--- src/hdl/bus_pkg.sv ---
package bus_pkg;

	// core bus widths
	localparam int ADDR_W = 32;
	localparam int DATA_W = 32;
	localparam int STRB_W = DATA_W / 8;

	// byte address of the last instruction word
	// anything above it belongs to the data port
	localparam logic [ADDR_W-1:0] END_INST = 32'h0000_03FC;

	// legal write strobe patterns
	typedef enum logic [STRB_W-1:0] {
		BYTE0   = 4'b0001,
		BYTE1   = 4'b0010,
		BYTE2   = 4'b0100,
		BYTE3   = 4'b1000,
		HALF_LO = 4'b0011,
		HALF_HI = 4'b1100,
		WORD    = 4'b1111
	} store_size_e;

	// request as issued by the core with one-cycle rd and wr strobes
	typedef struct packed {
		logic [ADDR_W-1:0] addr;
		logic [DATA_W-1:0] wdata;
		logic [STRB_W-1:0] wstrb;
		logic              rd;
		logic              wr;
	} cpu_req_t;

	// request towards one cache port
	typedef struct packed {
		logic [ADDR_W-1:0] addr;
		logic [DATA_W-1:0] wdata;
		logic              rd;
		logic              wr;
	} port_req_t;

	// cache port answer where rd_ready and wr_ack pulse for one cycle
	typedef struct packed {
		logic [DATA_W-1:0] rdata;
		logic              rd_ready;
		logic              wr_ack;
	} port_rsp_t;

endpackage

--- src/hdl/trace_pkg.sv ---
package trace_pkg;

	// uart bit time in clk cycles
	localparam int CLKS_PER_BIT = 8;

	// start bit, eight data bits, stop bit
	localparam int FRAME_BITS = 10;

	// word serializer
	typedef enum logic {
		SER_IDLE,
		SER_SEND
	} ser_state_e;

	// 8N1 transmitter
	typedef enum logic [1:0] {
		TX_IDLE,
		TX_START,
		TX_DATA,
		TX_STOP
	} uart_state_e;

endpackage

--- src/hdl/bus_decode.sv ---
`timescale 1ns/10ps

module bus_decode (
	input  logic                            clk,
	input  logic                            rst,
	input  bus_pkg::cpu_req_t               cpu_req,
	input  logic [bus_pkg::DATA_W-1:0]      merged_wdata,
	output bus_pkg::port_req_t              inst_req,
	output bus_pkg::port_req_t              data_req,
	output logic                            sel_data,
	output logic [bus_pkg::STRB_W-1:0]      wr_strobe
);

	logic                       rd_q;
	logic                       wr_q;
	logic [bus_pkg::ADDR_W-1:0] addr_q;
	logic [bus_pkg::DATA_W-1:0] wdata_q;

	// strobe only counts while the core writes
	assign wr_strobe = cpu_req.wr ? cpu_req.wstrb : '0;

	always_ff @(posedge clk) begin
		if (rst) begin
			rd_q     <= 1'b0;
			wr_q     <= 1'b0;
			sel_data <= 1'b0;
		end else begin
			rd_q <= cpu_req.rd;
			wr_q <= cpu_req.wr;
			// route decided once per request and stores always hit the data port
			if (cpu_req.rd || cpu_req.wr)
				sel_data <= cpu_req.wr || (cpu_req.addr > bus_pkg::END_INST);
		end
	end

	always_ff @(posedge clk) begin
		if (cpu_req.rd || cpu_req.wr)
			addr_q <= cpu_req.addr;
		if (cpu_req.wr)
			wdata_q <= merged_wdata;
	end

	always_comb begin
		inst_req.addr  = addr_q;
		inst_req.wdata = '0;
		inst_req.rd    = rd_q && !sel_data;
		inst_req.wr    = 1'b0;

		data_req.addr  = addr_q;
		data_req.wdata = wdata_q;
		data_req.rd    = rd_q && sel_data;
		data_req.wr    = wr_q;
	end

	a_single_strobe: assert property (@(posedge clk) disable iff (rst)
		!(cpu_req.rd && cpu_req.wr));

	// one strobe on one port per cycle
	a_one_port: assert property (@(posedge clk) disable iff (rst)
		!(data_req.rd && data_req.wr) &&
		!((inst_req.rd || inst_req.wr) && (data_req.rd || data_req.wr)));

endmodule

--- src/hdl/store_merge.sv ---
`timescale 1ns/10ps

module store_merge (
	input  logic [bus_pkg::STRB_W-1:0] wr_strobe,
	input  logic [bus_pkg::DATA_W-1:0] wdata,
	input  logic [bus_pkg::DATA_W-1:0] held_word,
	output logic [bus_pkg::DATA_W-1:0] merged_wdata
);

	logic [bus_pkg::DATA_W-1:0] lane_mix;
	logic                       legal;

	// byte lanes from wdata where enabled, held word elsewhere
	always_comb begin
		for (int i = 0; i < bus_pkg::STRB_W; i++) begin
			lane_mix[8*i +: 8] = wr_strobe[i] ? wdata[8*i +: 8] : held_word[8*i +: 8];
		end
	end

	always_comb begin
		case (bus_pkg::store_size_e'(wr_strobe))
			bus_pkg::WORD: begin
				merged_wdata = wdata;
				legal        = 1'b1;
			end
			bus_pkg::BYTE0, bus_pkg::BYTE1, bus_pkg::BYTE2, bus_pkg::BYTE3,
			bus_pkg::HALF_LO, bus_pkg::HALF_HI: begin
				merged_wdata = lane_mix;
				legal        = 1'b1;
			end
			default: begin
				// unsupported pattern, store zero
				merged_wdata = '0;
				legal        = 1'b0;
			end
		endcase
	end

	// zero strobe means no write in this cycle
	always_comb begin
		if (wr_strobe != '0) begin
			a_legal_strobe: assert (legal)
				else $error("illegal write strobe %b", wr_strobe);
		end
	end

endmodule

--- src/hdl/response_select.sv ---
`timescale 1ns/10ps

module response_select (
	input  logic                       clk,
	input  logic                       rst,
	input  logic                       sel_data,
	input  bus_pkg::port_rsp_t         inst_rsp,
	input  bus_pkg::port_rsp_t         data_rsp,
	output logic [bus_pkg::DATA_W-1:0] read_data,
	output logic                       read_response,
	output logic                       write_response,
	output logic [bus_pkg::DATA_W-1:0] held_word
);

	bus_pkg::port_rsp_t sel_rsp;

	// port picked at decode time
	assign sel_rsp = sel_data ? data_rsp : inst_rsp;

	always_ff @(posedge clk) begin
		if (rst) begin
			read_response  <= 1'b0;
			write_response <= 1'b0;
		end else begin
			read_response  <= sel_rsp.rd_ready;
			write_response <= data_rsp.wr_ack;
		end
	end

	always_ff @(posedge clk) begin
		// read data holds until the next ready
		if (sel_rsp.rd_ready)
			read_data <= sel_rsp.rdata;
		// base word for partial stores
		if (sel_data && data_rsp.rd_ready)
			held_word <= data_rsp.rdata;
	end

	// a port answers only for the route chosen in bus_decode
	a_ready_from_selected: assert property (@(posedge clk) disable iff (rst)
		!(inst_rsp.rd_ready && sel_data) && !(data_rsp.rd_ready && !sel_data));

	// write acks only follow a store, which selects the data port
	a_write_response: assert property (@(posedge clk) disable iff (rst)
		data_rsp.wr_ack |-> sel_data);

endmodule

--- src/hdl/word_serializer.sv ---
`timescale 1ns/10ps

module word_serializer (
	input  logic                       clk,
	input  logic                       rst,
	input  logic [bus_pkg::DATA_W-1:0] word,
	input  logic                       word_valid,
	input  logic                       uart_ready,
	output logic [7:0]                 byte_out,
	output logic                       tx_start,
	output logic                       trace_overflow
);

	trace_pkg::ser_state_e      state;
	logic [bus_pkg::DATA_W-1:0] buf_word;
	logic [bus_pkg::DATA_W-1:0] shift_word;
	logic                       buf_full;
	logic [1:0]                 byte_cnt;
	logic                       load_shift;
	logic                       accept;

	// buffer moves into the shifter when idle
	assign load_shift = (state == trace_pkg::SER_IDLE) && buf_full;
	assign accept     = word_valid && (!buf_full || load_shift);
	assign byte_out   = shift_word[7:0];

	always_ff @(posedge clk) begin
		if (rst) begin
			state          <= trace_pkg::SER_IDLE;
			buf_full       <= 1'b0;
			byte_cnt       <= 2'd0;
			tx_start       <= 1'b0;
			trace_overflow <= 1'b0;
		end else begin
			// one pulse per ready and never back to back
			tx_start <= (state == trace_pkg::SER_SEND) && uart_ready && !tx_start;

			if (word_valid && !accept)
				trace_overflow <= 1'b1;

			if (accept)
				buf_full <= 1'b1;
			else if (load_shift)
				buf_full <= 1'b0;

			case (state)
				trace_pkg::SER_IDLE: begin
					if (buf_full) begin
						state    <= trace_pkg::SER_SEND;
						byte_cnt <= 2'd0;
					end
				end
				trace_pkg::SER_SEND: begin
					if (tx_start) begin
						byte_cnt <= byte_cnt + 2'd1;
						if (byte_cnt == 2'd3)
							state <= trace_pkg::SER_IDLE;
					end
				end
				default: state <= trace_pkg::SER_IDLE;
			endcase
		end
	end

	always_ff @(posedge clk) begin
		if (accept)
			buf_word <= word;
		// low byte first
		if (load_shift)
			shift_word <= buf_word;
		else if (tx_start)
			shift_word <= shift_word >> 8;
	end

endmodule

--- src/hdl/uart_tx.sv ---
`timescale 1ns/10ps

module uart_tx (
	input  logic       clk,
	input  logic       rst,
	input  logic [7:0] byte_in,
	input  logic       tx_start,
	output logic       tx,
	output logic       ready
);

	trace_pkg::uart_state_e                      state;
	logic [$clog2(trace_pkg::CLKS_PER_BIT)-1:0] clk_cnt;
	logic [2:0]                                  bit_idx;
	logic [7:0]                                  shreg;
	logic                                        bit_done;

	assign bit_done = (clk_cnt == ($bits(clk_cnt))'(trace_pkg::CLKS_PER_BIT - 1));
	assign ready    = (state == trace_pkg::TX_IDLE);

	always_ff @(posedge clk) begin
		if (rst) begin
			state   <= trace_pkg::TX_IDLE;
			tx      <= 1'b1;
			clk_cnt <= '0;
			bit_idx <= 3'd0;
		end else begin
			clk_cnt <= bit_done ? '0 : clk_cnt + 1'b1;
			case (state)
				trace_pkg::TX_IDLE: begin
					clk_cnt <= '0;
					if (tx_start) begin
						tx    <= 1'b0;
						state <= trace_pkg::TX_START;
					end
				end
				trace_pkg::TX_START: begin
					if (bit_done) begin
						tx      <= shreg[0];
						bit_idx <= 3'd0;
						state   <= trace_pkg::TX_DATA;
					end
				end
				trace_pkg::TX_DATA: begin
					if (bit_done) begin
						// data bits are the frame minus start and stop
						if (bit_idx == 3'(trace_pkg::FRAME_BITS - 3)) begin
							tx    <= 1'b1;
							state <= trace_pkg::TX_STOP;
						end else begin
							tx      <= shreg[1];
							bit_idx <= bit_idx + 3'd1;
						end
					end
				end
				trace_pkg::TX_STOP: begin
					if (bit_done)
						state <= trace_pkg::TX_IDLE;
				end
				default: state <= trace_pkg::TX_IDLE;
			endcase
		end
	end

	always_ff @(posedge clk) begin
		if (ready && tx_start)
			shreg <= byte_in;
		else if (state == trace_pkg::TX_DATA && bit_done)
			shreg <= shreg >> 1;
	end

	// the serializer only starts a byte while ready is high
	a_start_when_ready: assert property (@(posedge clk) disable iff (rst)
		tx_start |-> ready);

endmodule

--- src/hdl/cpu_bridge_top.sv ---
`timescale 1ns/10ps

module cpu_bridge_top (
	input  logic                       clk,
	input  logic                       rst,
	input  bus_pkg::cpu_req_t          cpu_req,
	output logic [bus_pkg::DATA_W-1:0] read_data,
	output logic                       read_response,
	output logic                       write_response,
	output bus_pkg::port_req_t         inst_req,
	input  bus_pkg::port_rsp_t         inst_rsp,
	output bus_pkg::port_req_t         data_req,
	input  bus_pkg::port_rsp_t         data_rsp,
	output logic                       tx,
	output logic                       trace_overflow
);

	logic                       sel_data;
	logic [bus_pkg::STRB_W-1:0] wr_strobe;
	logic [bus_pkg::DATA_W-1:0] merged_wdata;
	logic [bus_pkg::DATA_W-1:0] held_word;
	logic [7:0]                 trace_byte;
	logic                       tx_start;
	logic                       uart_ready;

	bus_decode u_bus_decode (
		.clk          (clk),
		.rst          (rst),
		.cpu_req      (cpu_req),
		.merged_wdata (merged_wdata),
		.inst_req     (inst_req),
		.data_req     (data_req),
		.sel_data     (sel_data),
		.wr_strobe    (wr_strobe)
	);

	store_merge u_store_merge (
		.wr_strobe    (wr_strobe),
		.wdata        (cpu_req.wdata),
		.held_word    (held_word),
		.merged_wdata (merged_wdata)
	);

	response_select u_response_select (
		.clk            (clk),
		.rst            (rst),
		.sel_data       (sel_data),
		.inst_rsp       (inst_rsp),
		.data_rsp       (data_rsp),
		.read_data      (read_data),
		.read_response  (read_response),
		.write_response (write_response),
		.held_word      (held_word)
	);

	// trace taps every instruction fetch
	word_serializer u_word_serializer (
		.clk            (clk),
		.rst            (rst),
		.word           (inst_rsp.rdata),
		.word_valid     (inst_rsp.rd_ready),
		.uart_ready     (uart_ready),
		.byte_out       (trace_byte),
		.tx_start       (tx_start),
		.trace_overflow (trace_overflow)
	);

	uart_tx u_uart_tx (
		.clk      (clk),
		.rst      (rst),
		.byte_in  (trace_byte),
		.tx_start (tx_start),
		.tx       (tx),
		.ready    (uart_ready)
	);

endmodule

--- config.mk ---
export PLATFORM = sky130hd
export DESIGN_NAME = cpu_bridge_top
export DESIGN_NICKNAME = d
export VERILOG_FILES = /design/src/hdl/bus_pkg.sv /design/src/hdl/trace_pkg.sv /design/src/hdl/bus_decode.sv /design/src/hdl/store_merge.sv /design/src/hdl/response_select.sv /design/src/hdl/word_serializer.sv /design/src/hdl/uart_tx.sv /design/src/hdl/cpu_bridge_top.sv
export SDC_FILE = /design/constraint.sdc
export NUM_CORES = 1
export LEC_CHECK = 0
export ABC_AREA = 1
export BUFFER_PORTS_ARGS = -buffer_cell sky130_fd_sc_hd__buf_4
export CORE_ASPECT_RATIO = 1.2
export CORE_MARGIN = 1
export CORE_UTILIZATION = 35
export CTS_BUF_LIST = sky130_fd_sc_hd__clkbuf_8
export CTS_CLUSTER_DIAMETER = 200
export DETAILED_ROUTE_END_ITERATION = 7
export PLACE_DENSITY = 0.61
export SLEW_MARGIN = 15
export SYNTH_ARGS = -nofsm -noshare
export SYNTH_HDL_FRONTEND = slang
export SYNTH_SLANG_ARGS = --single-unit
export TNS_END_PERCENT = 5
--- constraint.sdc ---
create_clock -name clk -period 5.7 [get_ports clk]
set_input_delay 1.14 -clock clk [delete_from_list [all_inputs] [get_ports clk]]
set_output_delay 1.14 -clock clk [all_outputs]
set_load 0.02 [all_outputs]
==> impl_metrics.toml, run 1 <==
[synthesis]
async_flop_share = 0
synthSimpleGateAreaFrac = 0.143
syn_inst = 811
seq_area_frac_synth = 0.689
syn_area_um2 = 9290
synth_xor_area_frac = 0.00296
avgSynthCellArea_um2 = 11.5
synth_warnings = 0
yosys.area.top_type = "edfxtp_1"
synth_top_family_by_area = "simple AND/OR/NAND/NOR gates"
synth_most_common_cell = "nand2_1"
synthAdderAreaFrac = 0.0121
synth-compound-area-share = 0.0493
synth_top_area_frac = 0.646
synth-main-ff-cell = "edfxtp_1"
synth_area_leaders = "edfxtp_1 (65%), nand2_1 (11%), buf_4 (5.3%)"
synth_common_cells = "nand2_1 (270), edfxtp_1 (200), inv_1 (69)"
ys_seq_elements = 220
synth_cell_types = 28
yosys-mux-area-fraction = 0.00848
synth_edf_count = 200

[worst_setup_path]
r2r_cells = 4
r2r-start = "u_bus_decode.sel_data"
reg2reg_slack_ns = 3.30
cp_max_fo = 39
start_kind = "input port"
crit_type = "in2reg"
worstSetupEndpointType = "register"
rr_endpoint = "u_response_select.read_data[28]"
worstSetupStartpoint = "cpu_req[0]"
crit_required_ns = 6.02
cp.arrival_ns = 3.46

[sta]
max_freq_mhz = 319
max_slew_margin = 0.218
fin_setup_tns_ns = 0
rsz0062_at_grt = "false"
slew_viol_final = 0
finalSetupViolations = 0
period_needed_ns = 3.14
finClkSkew_ns = 0.0200
finalHoldWorstSlack_ns = 0.421
tightest_slew_ns = 1.17
hold_violations = 0
fin_crit_sh = 0.550

[die]
num_io_pins = 308
num_rows = 64
fp.dieW_um = 151
core_area_um2 = 25800
dieHeight_um = 181
start_util = 0.360
dieArea_um2 = 27200

[clocking]
tritoncts = "yes"
clk_pin_slew_ns = 0.06
cts.path.max_buffers = 3
cts_buffers = 38
cts-htree-levels = 2
clk_latency_ns = 0.53
cts-resized-gates = 0
post_cts_buffers = 0
cts_sinks = 220
hold_buffers = 0
root_buffer = "clkbuf_8"

[global_route]
grt_max_degree = 40
first_global_vias = 6390
antenna_found_initial = 1
grt_usage = 0.173
grt_pass1_wl_mm = 34.9
grt_overflow = 0

[run]
drv_cap = 0

[pwr]
total_power_mw = 3.95
powerDensity_nw_per_um2 = 329
p_leak_nw = 5.44
peakVddDrop_mv = 0.185

[placement]
port_buffers = 273
dp_hpwl_mm = 17.6
post_dp_cell_area_um2 = 11300
routabilityCongestion = 0.805

[route]
via_per_inst = 4.50
post-route-drc-count = 0
antenna_left = 0
num_vias = 6440
drt_wl_total_mm = 24.2
dr.pass1.iters = 4
drt_iter0_drc = 332
wl_per_cell_um = 16.9

[layout]
n_antenna_cell = 0
fin_area_um2 = 12000
fin_nets = 1222
final_layout_size_suffix_gt1_frac = 0.328
nFillCells = 2409
syn2layout_area_growth_pct = 29.3

[min_path]
hold_end = "u_uart_tx.clk_cnt[0]"
min_path_type = "reg2reg"
worstHoldPathCells = 1
hold_path_startpoint = "u_uart_tx.clk_cnt[0]"

[outcome]
status = "completed"
==> sequential cells by signal, indices dropped and copies added, names as in the netlist <==
register	count
u_bus_decode.wr_q	1
u_uart_tx.clk_cnt	3
u_response_select.read_response	1
u_uart_tx.state	2
u_response_select.write_response	1
u_uart_tx.shreg	8
u_word_serializer.state	1
u_word_serializer.shift_word	32
u_bus_decode.sel_data	1
u_response_select.read_data	32
u_word_serializer.byte_cnt	2
u_bus_decode.rd_q	1
u_word_serializer.buf_word	32
u_bus_decode.wdata_q	32
u_word_serializer.tx_start	1
u_response_select.held_word	32
u_uart_tx.bit_idx	3
u_uart_tx.tx	1
u_bus_decode.addr_q	32
u_word_serializer.trace_overflow	1
u_word_serializer.buf_full	1
==> cells in the final DEF, fill, tap and decap left out, drive strengths merged <==
master      n
nor3        2
bufinv      1
o21ai      70
a21oi       7
o21a        1
inv        82
a221oi      1
nand3b      1
nand4       2
mux2        7
buf       280
nor2       48
conb       33
clkinvlp    1
xor2        1
ha          9
nand3       6
clkinv     15
clkbuf     39
dfxtp      20
edfxtp    200
nand2     276
==> report_power, final <==
| part | internal [mW] | switching [mW] |
|---|---|---|
| registers | 1.93 | 0.0539 |
| logic | 0.246 | 0.394 |
| clock network | 0.688 | 0.642 |
==> worst max-delay path by stage <==
stage	to	slack (ns)	cells after the start
after global placement	u_bus_decode.wdata_q[31]	2.07	5
final	u_bus_decode.wdata_q[31]	2.56	5
after global routing	u_bus_decode.wdata_q[20]	2.41	5
after CTS	u_bus_decode.wdata_q[31]	2.58	5
after floorplan	u_word_serializer.buf_word[0]	2.50	2
after detailed placement	u_bus_decode.wdata_q[31]	1.97	5
==> cell families after synthesis <==
family,after synthesis
xor+xnor,1
buf+inv,159
other cells,1
fa+ha+maj,9
simple gates,335
compound gates,79
flops,220
mux,7
==> final cells by class <==
type / count / area [um^2] / area share
Multi-Input combinational cell: 464 / 2140 / 0.178
Clock buffer: 39 / 537 / 0.0447
Sequential cell: 220 / 6410 / 0.533
Tap cell: 330 / 413 / 0.0344
Clock inverter: 30 / 159 / 0.0132
Timing Repair Buffer: 280 / 2100 / 0.175
Inverter: 69 / 259 / 0.0216
==> layer usage <==
layer	routed length (um)	GRT usage
met3	2270	0.0549
met2	12200	0.307
met5	17	0
met1	9040	0.191
met4	675	0.0628
==> critical path, cell delays in order <==
cell and delay (ns):
buf_4 0.47, nand2_4 0.28, nor2_2 0.19, nand4_2 0.86, o21ai_0 0.48
==> per-stage QoR <==
stage	util	std cells	setup slack, ns
after floorplan	-	843	2.50
after global placement	0.439	1363	2.07
after detailed placement	0.439	1363	1.97
after CTS	0.466	1432	2.58
after global routing	0.466	1432	2.41
final	0.466	1432	2.56
Note: power is estimated with default switching activity, not from simulation.
==> run 2, diff against run 1 <==
Settings changed: PLACE_DENSITY 0.61 to 0.63.
Clock period 5.7 ns to 2.8 ns, I/O delays scaled along.
==> run 2 against run 1 <==
Largest cell class unchanged. First-iteration DRC count is 30% lower. Critical endpoint is now u_word_serializer.shift_word[24]. Sequential share of layout area is 0.19 points lower. Non-clock buffer count is 6 higher. Sequential power is 100% higher. Design area is 0.36% higher. Combinational power is 110% higher. Final cell count is 0.35% higher. Register-to-register slack worse by 2.3 ns.
==> impl_metrics.toml, run 2 (synthesis results as in run 1) <==
[outcome]
status = "completed"

[run]
drv_cap = 0

[global_route]
grt_pass1_wl_mm = 34.9
first_global_vias = 6403
grt_overflow = 0
grt_max_degree = 35
antenna_found_initial = 1
grt_usage = 0.173

[pwr]
powerDensity_nw_per_um2 = 659
p_leak_nw = 5.46
peakVddDrop_mv = 0.379
total_power_mw = 7.95

[layout]
syn2layout_area_growth_pct = 29.8
fin_area_um2 = 12100
fin_nets = 1228
layout.cells.non_filler = 1437
final_common_cell = "buf_4"
final_layout_size_suffix_gt1_frac = 0.328
post-route-util = 0.468
final_cell_mix = "buf_4 (284), nand2_1 (270), edfxtp_1 (200)"
n_antenna_cell = 0

[sta]
tightest_slew_ns = 0.785
rsz0062_at_grt = "false"
period_needed_ns = 1.81
finClkSkew_ns = 0.0183
hold_violations = 0
finalSetupViolations = 0
max_slew_margin = 0.473
fin_ws_ns = 0.994
max_freq_mhz = 554
slew_viol_final = 0
fin_crit_sh = 0.645
finalHoldWorstSlack_ns = 0.219
fin_setup_tns_ns = 0

[route]
dr.pass1.iters = 4
wl_per_cell_um = 16.9
antenna_left = 0
drt_iter0_drc = 231
via_per_inst = 4.54
num_vias = 6526
post-route-drc-count = 0
drt_wl_total_mm = 24.2

[worst_setup_path]
cp_max_fo = 32
slowest_delay_ns = 0.39
worstSetupEndpointType = "register"
cp_slowest_cell = "dfxtp_1"
crit_family = "buffers and inverters"
r2r-start = "u_word_serializer.buf_full"
start_kind = "register"
crit_type = "reg2reg"
path_cells = "inv_1 -> nor2_2 -> buf_4 -> inv_1 -> nand2_1 -> buf_4"
critPathBufInv = 4
worstSetupStartpoint = "u_word_serializer.buf_full"
cp.arrival_ns = 1.97
crit_required_ns = 2.97

[die]
core_area_um2 = 25800
dieArea_um2 = 27200
dieHeight_um = 181
start_util = 0.360
num_io_pins = 308
num_rows = 64
fp.dieW_um = 151

[clocking]
post_cts_buffers = 0
tritoncts = "yes"
cts.path.max_buffers = 3
cts-resized-gates = 0
clk_pin_slew_ns = 0.06
cts_buffers = 38
cts-htree-levels = 2
root_buffer = "clkbuf_8"
cts_sinks = 220
clk_latency_ns = 0.53
hold_buffers = 0

[placement]
pre_cts_ws_ns = 0.693
port_buffers = 273
post_dp_cell_area_um2 = 11400
dpl.cell_count = 1369
dp_hpwl_mm = 17.9
routabilityCongestion = 0.814

[min_path]
min_path_type = "in2reg"
hold_path_startpoint = "cpu_req[63]"
run 2: cell types whose count changed in the layout (fill, tap and decap cells not counted), sizes merged:
cell and change:
bufinv -1, inv -1, buf +6, clkbuf +1
run 2: final timing paths:
kind	end	slack, ns	depth (start not counted)
max	u_word_serializer.shift_word[24]	0.99	6
min	u_bus_decode.addr_q[25]	0.22	1
max reg2reg	u_word_serializer.shift_word[24]	0.99	6
min reg2reg	u_uart_tx.clk_cnt[0]	0.43	1
run 2: where the power goes:
group	leakage (nW)	switching [mW]	total, mW	internal, mW
Combinational	2.96	0.811	1.33	0.514
Sequential	2.12	0.106	4.03	3.93
Clock	0.381	1.27	2.59	1.32
Total	5.46	2.18	7.95	5.76
run 2: cell type report:
class,instances,area [um^2]
Fill cell,2401,13700
Sequential cell,220,6410
Timing Repair Buffer,286,2170
Multi-Input combinational cell,464,2140
Clock buffer,40,551
Tap cell,330,413
Inverter,69,259
Clock inverter,28,119
run 2: routing by layer:
layer / track usage / part of all wire
met3: 0.0658 / 0.11
met5: 0 / 0.00054
met4: 0.0628 / 0.029
met2: 0.308 / 0.50
met1: 0.182 / 0.36
==> run 3, diff against run 2 <==
Settings changed: PLACE_DENSITY 0.63 to 0.61.
Clock period 2.8 ns to 1.9 ns, I/O delays scaled along.
==> run 3 against run 2 <==
Via count about the same. Highest routed layer unchanged. Critical path depth down 2. Count of clock-buffer cells in the layout did not move. Maximum frequency increased by 11%. Global-route usage up 0.20 points. Design area rose by 0.48%. Critical endpoint is now u_uart_tx.shreg[5]. Worst hold slack got worse by 0.18 ns.
==> impl_metrics.toml, run 3 (synthesis results as in run 1) <==
[worst_setup_path]
cp_max_fo = 9
r2r-start = "u_uart_tx.state[0]"
worstSetupEndpointType = "register"
path_cells = "inv_1 -> ha_1 -> nand2_1 -> mux2_2"
crit_family = "multiplexers"
r2r_cells = 4
rr_endpoint = "u_uart_tx.shreg[5]"
start_kind = "register"
critPathBufInv = 1
cp.arrival_ns = 1.91
cp_slowest_cell = "mux2_2"
slowest_delay_ns = 0.38
crit_type = "reg2reg"
reg2reg_slack_ns = 0.27
crit_required_ns = 2.17

[min_path]
hold_end = "u_bus_decode.addr_q[25]"
hold_path_startpoint = "cpu_req[63]"
worstHoldPathCells = 1
min_path_type = "in2reg"

[sta]
slew_viol_final = 0
tightest_slew_ns = 0.885
rsz0062_at_grt = "false"
period_needed_ns = 1.63
max_freq_mhz = 613
finalSetupViolations = 0
finClkSkew_ns = 0.0207
hold_violations = 0
finalHoldWorstSlack_ns = 0.0382
fin_crit_sh = 0.859
max_slew_margin = 0.409

[die]
num_rows = 64
core_area_um2 = 25800
num_io_pins = 308
fp.dieW_um = 151
dieHeight_um = 181
start_util = 0.360
dieArea_um2 = 27200

[layout]
layout.cells.non_filler = 1441
post-route-util = 0.470
final_common_cell = "buf_4"
final_cell_mix = "buf_4 (291), nand2_1 (270), edfxtp_1 (200)"
syn2layout_area_growth_pct = 30.4
final_layout_size_suffix_gt1_frac = 0.336
n_antenna_cell = 0
fin_nets = 1234

[route]
dr.pass1.iters = 4
via_per_inst = 4.53
wl_per_cell_um = 17.0
post-route-drc-count = 0
drt_iter0_drc = 279
num_vias = 6523
drt_wl_total_mm = 24.5
antenna_left = 0

[global_route]
grt_overflow = 0
grt_max_degree = 34
grt_usage = 0.175
first_global_vias = 6427
grt_pass1_wl_mm = 34.9
antenna_found_initial = 1

[run]
drv_cap = 0

[placement]
dp_hpwl_mm = 18.2
port_buffers = 273
routabilityCongestion = 0.814
dpl.cell_count = 1376

[outcome]
status = "completed"

[clocking]
cts-resized-gates = 0
cts.path.max_buffers = 3
post_cts_buffers = 0
clk_pin_slew_ns = 0.06
root_buffer = "clkbuf_8"
hold_buffers = 0
cts-htree-levels = 2
tritoncts = "yes"
cts_buffers = 37
clk_latency_ns = 0.52
cts_sinks = 220

[pwr]
peakVddDrop_mv = 0.683
p_leak_nw = 5.50
powerDensity_nw_per_um2 = 980
[run 3: cell count changes in the layout (fill, tap and decap cells not counted), sizes merged]
cell,before,now
buf,286,293
clkinv,15,12
bufinv,0,1
clkinvlp,1,0
[run 3: worst reg2reg max path: stages (launching register included)]
cell	delay (ns)
dfxtp_1	0.37
inv_1	0.08
ha_1	0.25
nand2_1	0.30
mux2_2	0.38
[run 3: worst max path at each step]
stage / startpoint / endpoint / cells past startpoint
2_1_floorplan: u_word_serializer.buf_full / u_word_serializer.shift_word[0] / 5
3_3_place_gp: cpu_req[0] / u_bus_decode.wdata_q[25] / 6
3_5_place_dp: cpu_req[0] / u_bus_decode.wdata_q[31] / 6
4_1_cts: u_uart_tx.state[0] / u_uart_tx.shreg[5] / 4
5_1_grt: u_uart_tx.state[1] / u_uart_tx.shreg[2] / 5
6_report: u_uart_tx.state[0] / u_uart_tx.shreg[5] / 4
[run 3: layer usage]
metal	vias to the layer above	GRT usage	wire length [um]
met5	-	0	11
met1	3030	0.186	8830
met4	2	0.0640	718
met3	50	0.0608	2540
met2	305	0.313	12400
li1	3136	-	-
[run 3: cell type report]
| class | count | area, um^2 |
|---|---|---|
| Fill cell | 2453 | 13700 |
| Sequential cell | 220 | 6410 |
| Timing Repair Buffer | 293 | 2220 |
| Multi-Input combinational cell | 464 | 2130 |
| Clock buffer | 40 | 551 |
| Tap cell | 330 | 413 |
| Inverter | 69 | 259 |
| Clock inverter | 25 | 131 |
[run 3: power by group]
part	internal, mW	total (mW)	switching, mW
registers	5.78	5.94	0.157
logic	0.769	1.97	1.20
clock network	2.08	3.97	1.89
total	8.63	11.9	3.25
[run 3: stage by stage]
stage / worst slack, ns / total power, mW / area, um^2 / TNS, ns
final: 0.269 / 11.9 / 12100 / 0
after global routing: 0.131 / 12.4 / 12100 / 0
after CTS: 0.247 / 12.0 / 12100 / 0
after detailed placement: -0.0100 / 8.03 / 11400 / -0.0199
after global placement: 0.0510 / 7.98 / 11400 / 0
after floorplan: -0.132 / 7.20 / 9420 / -4.24
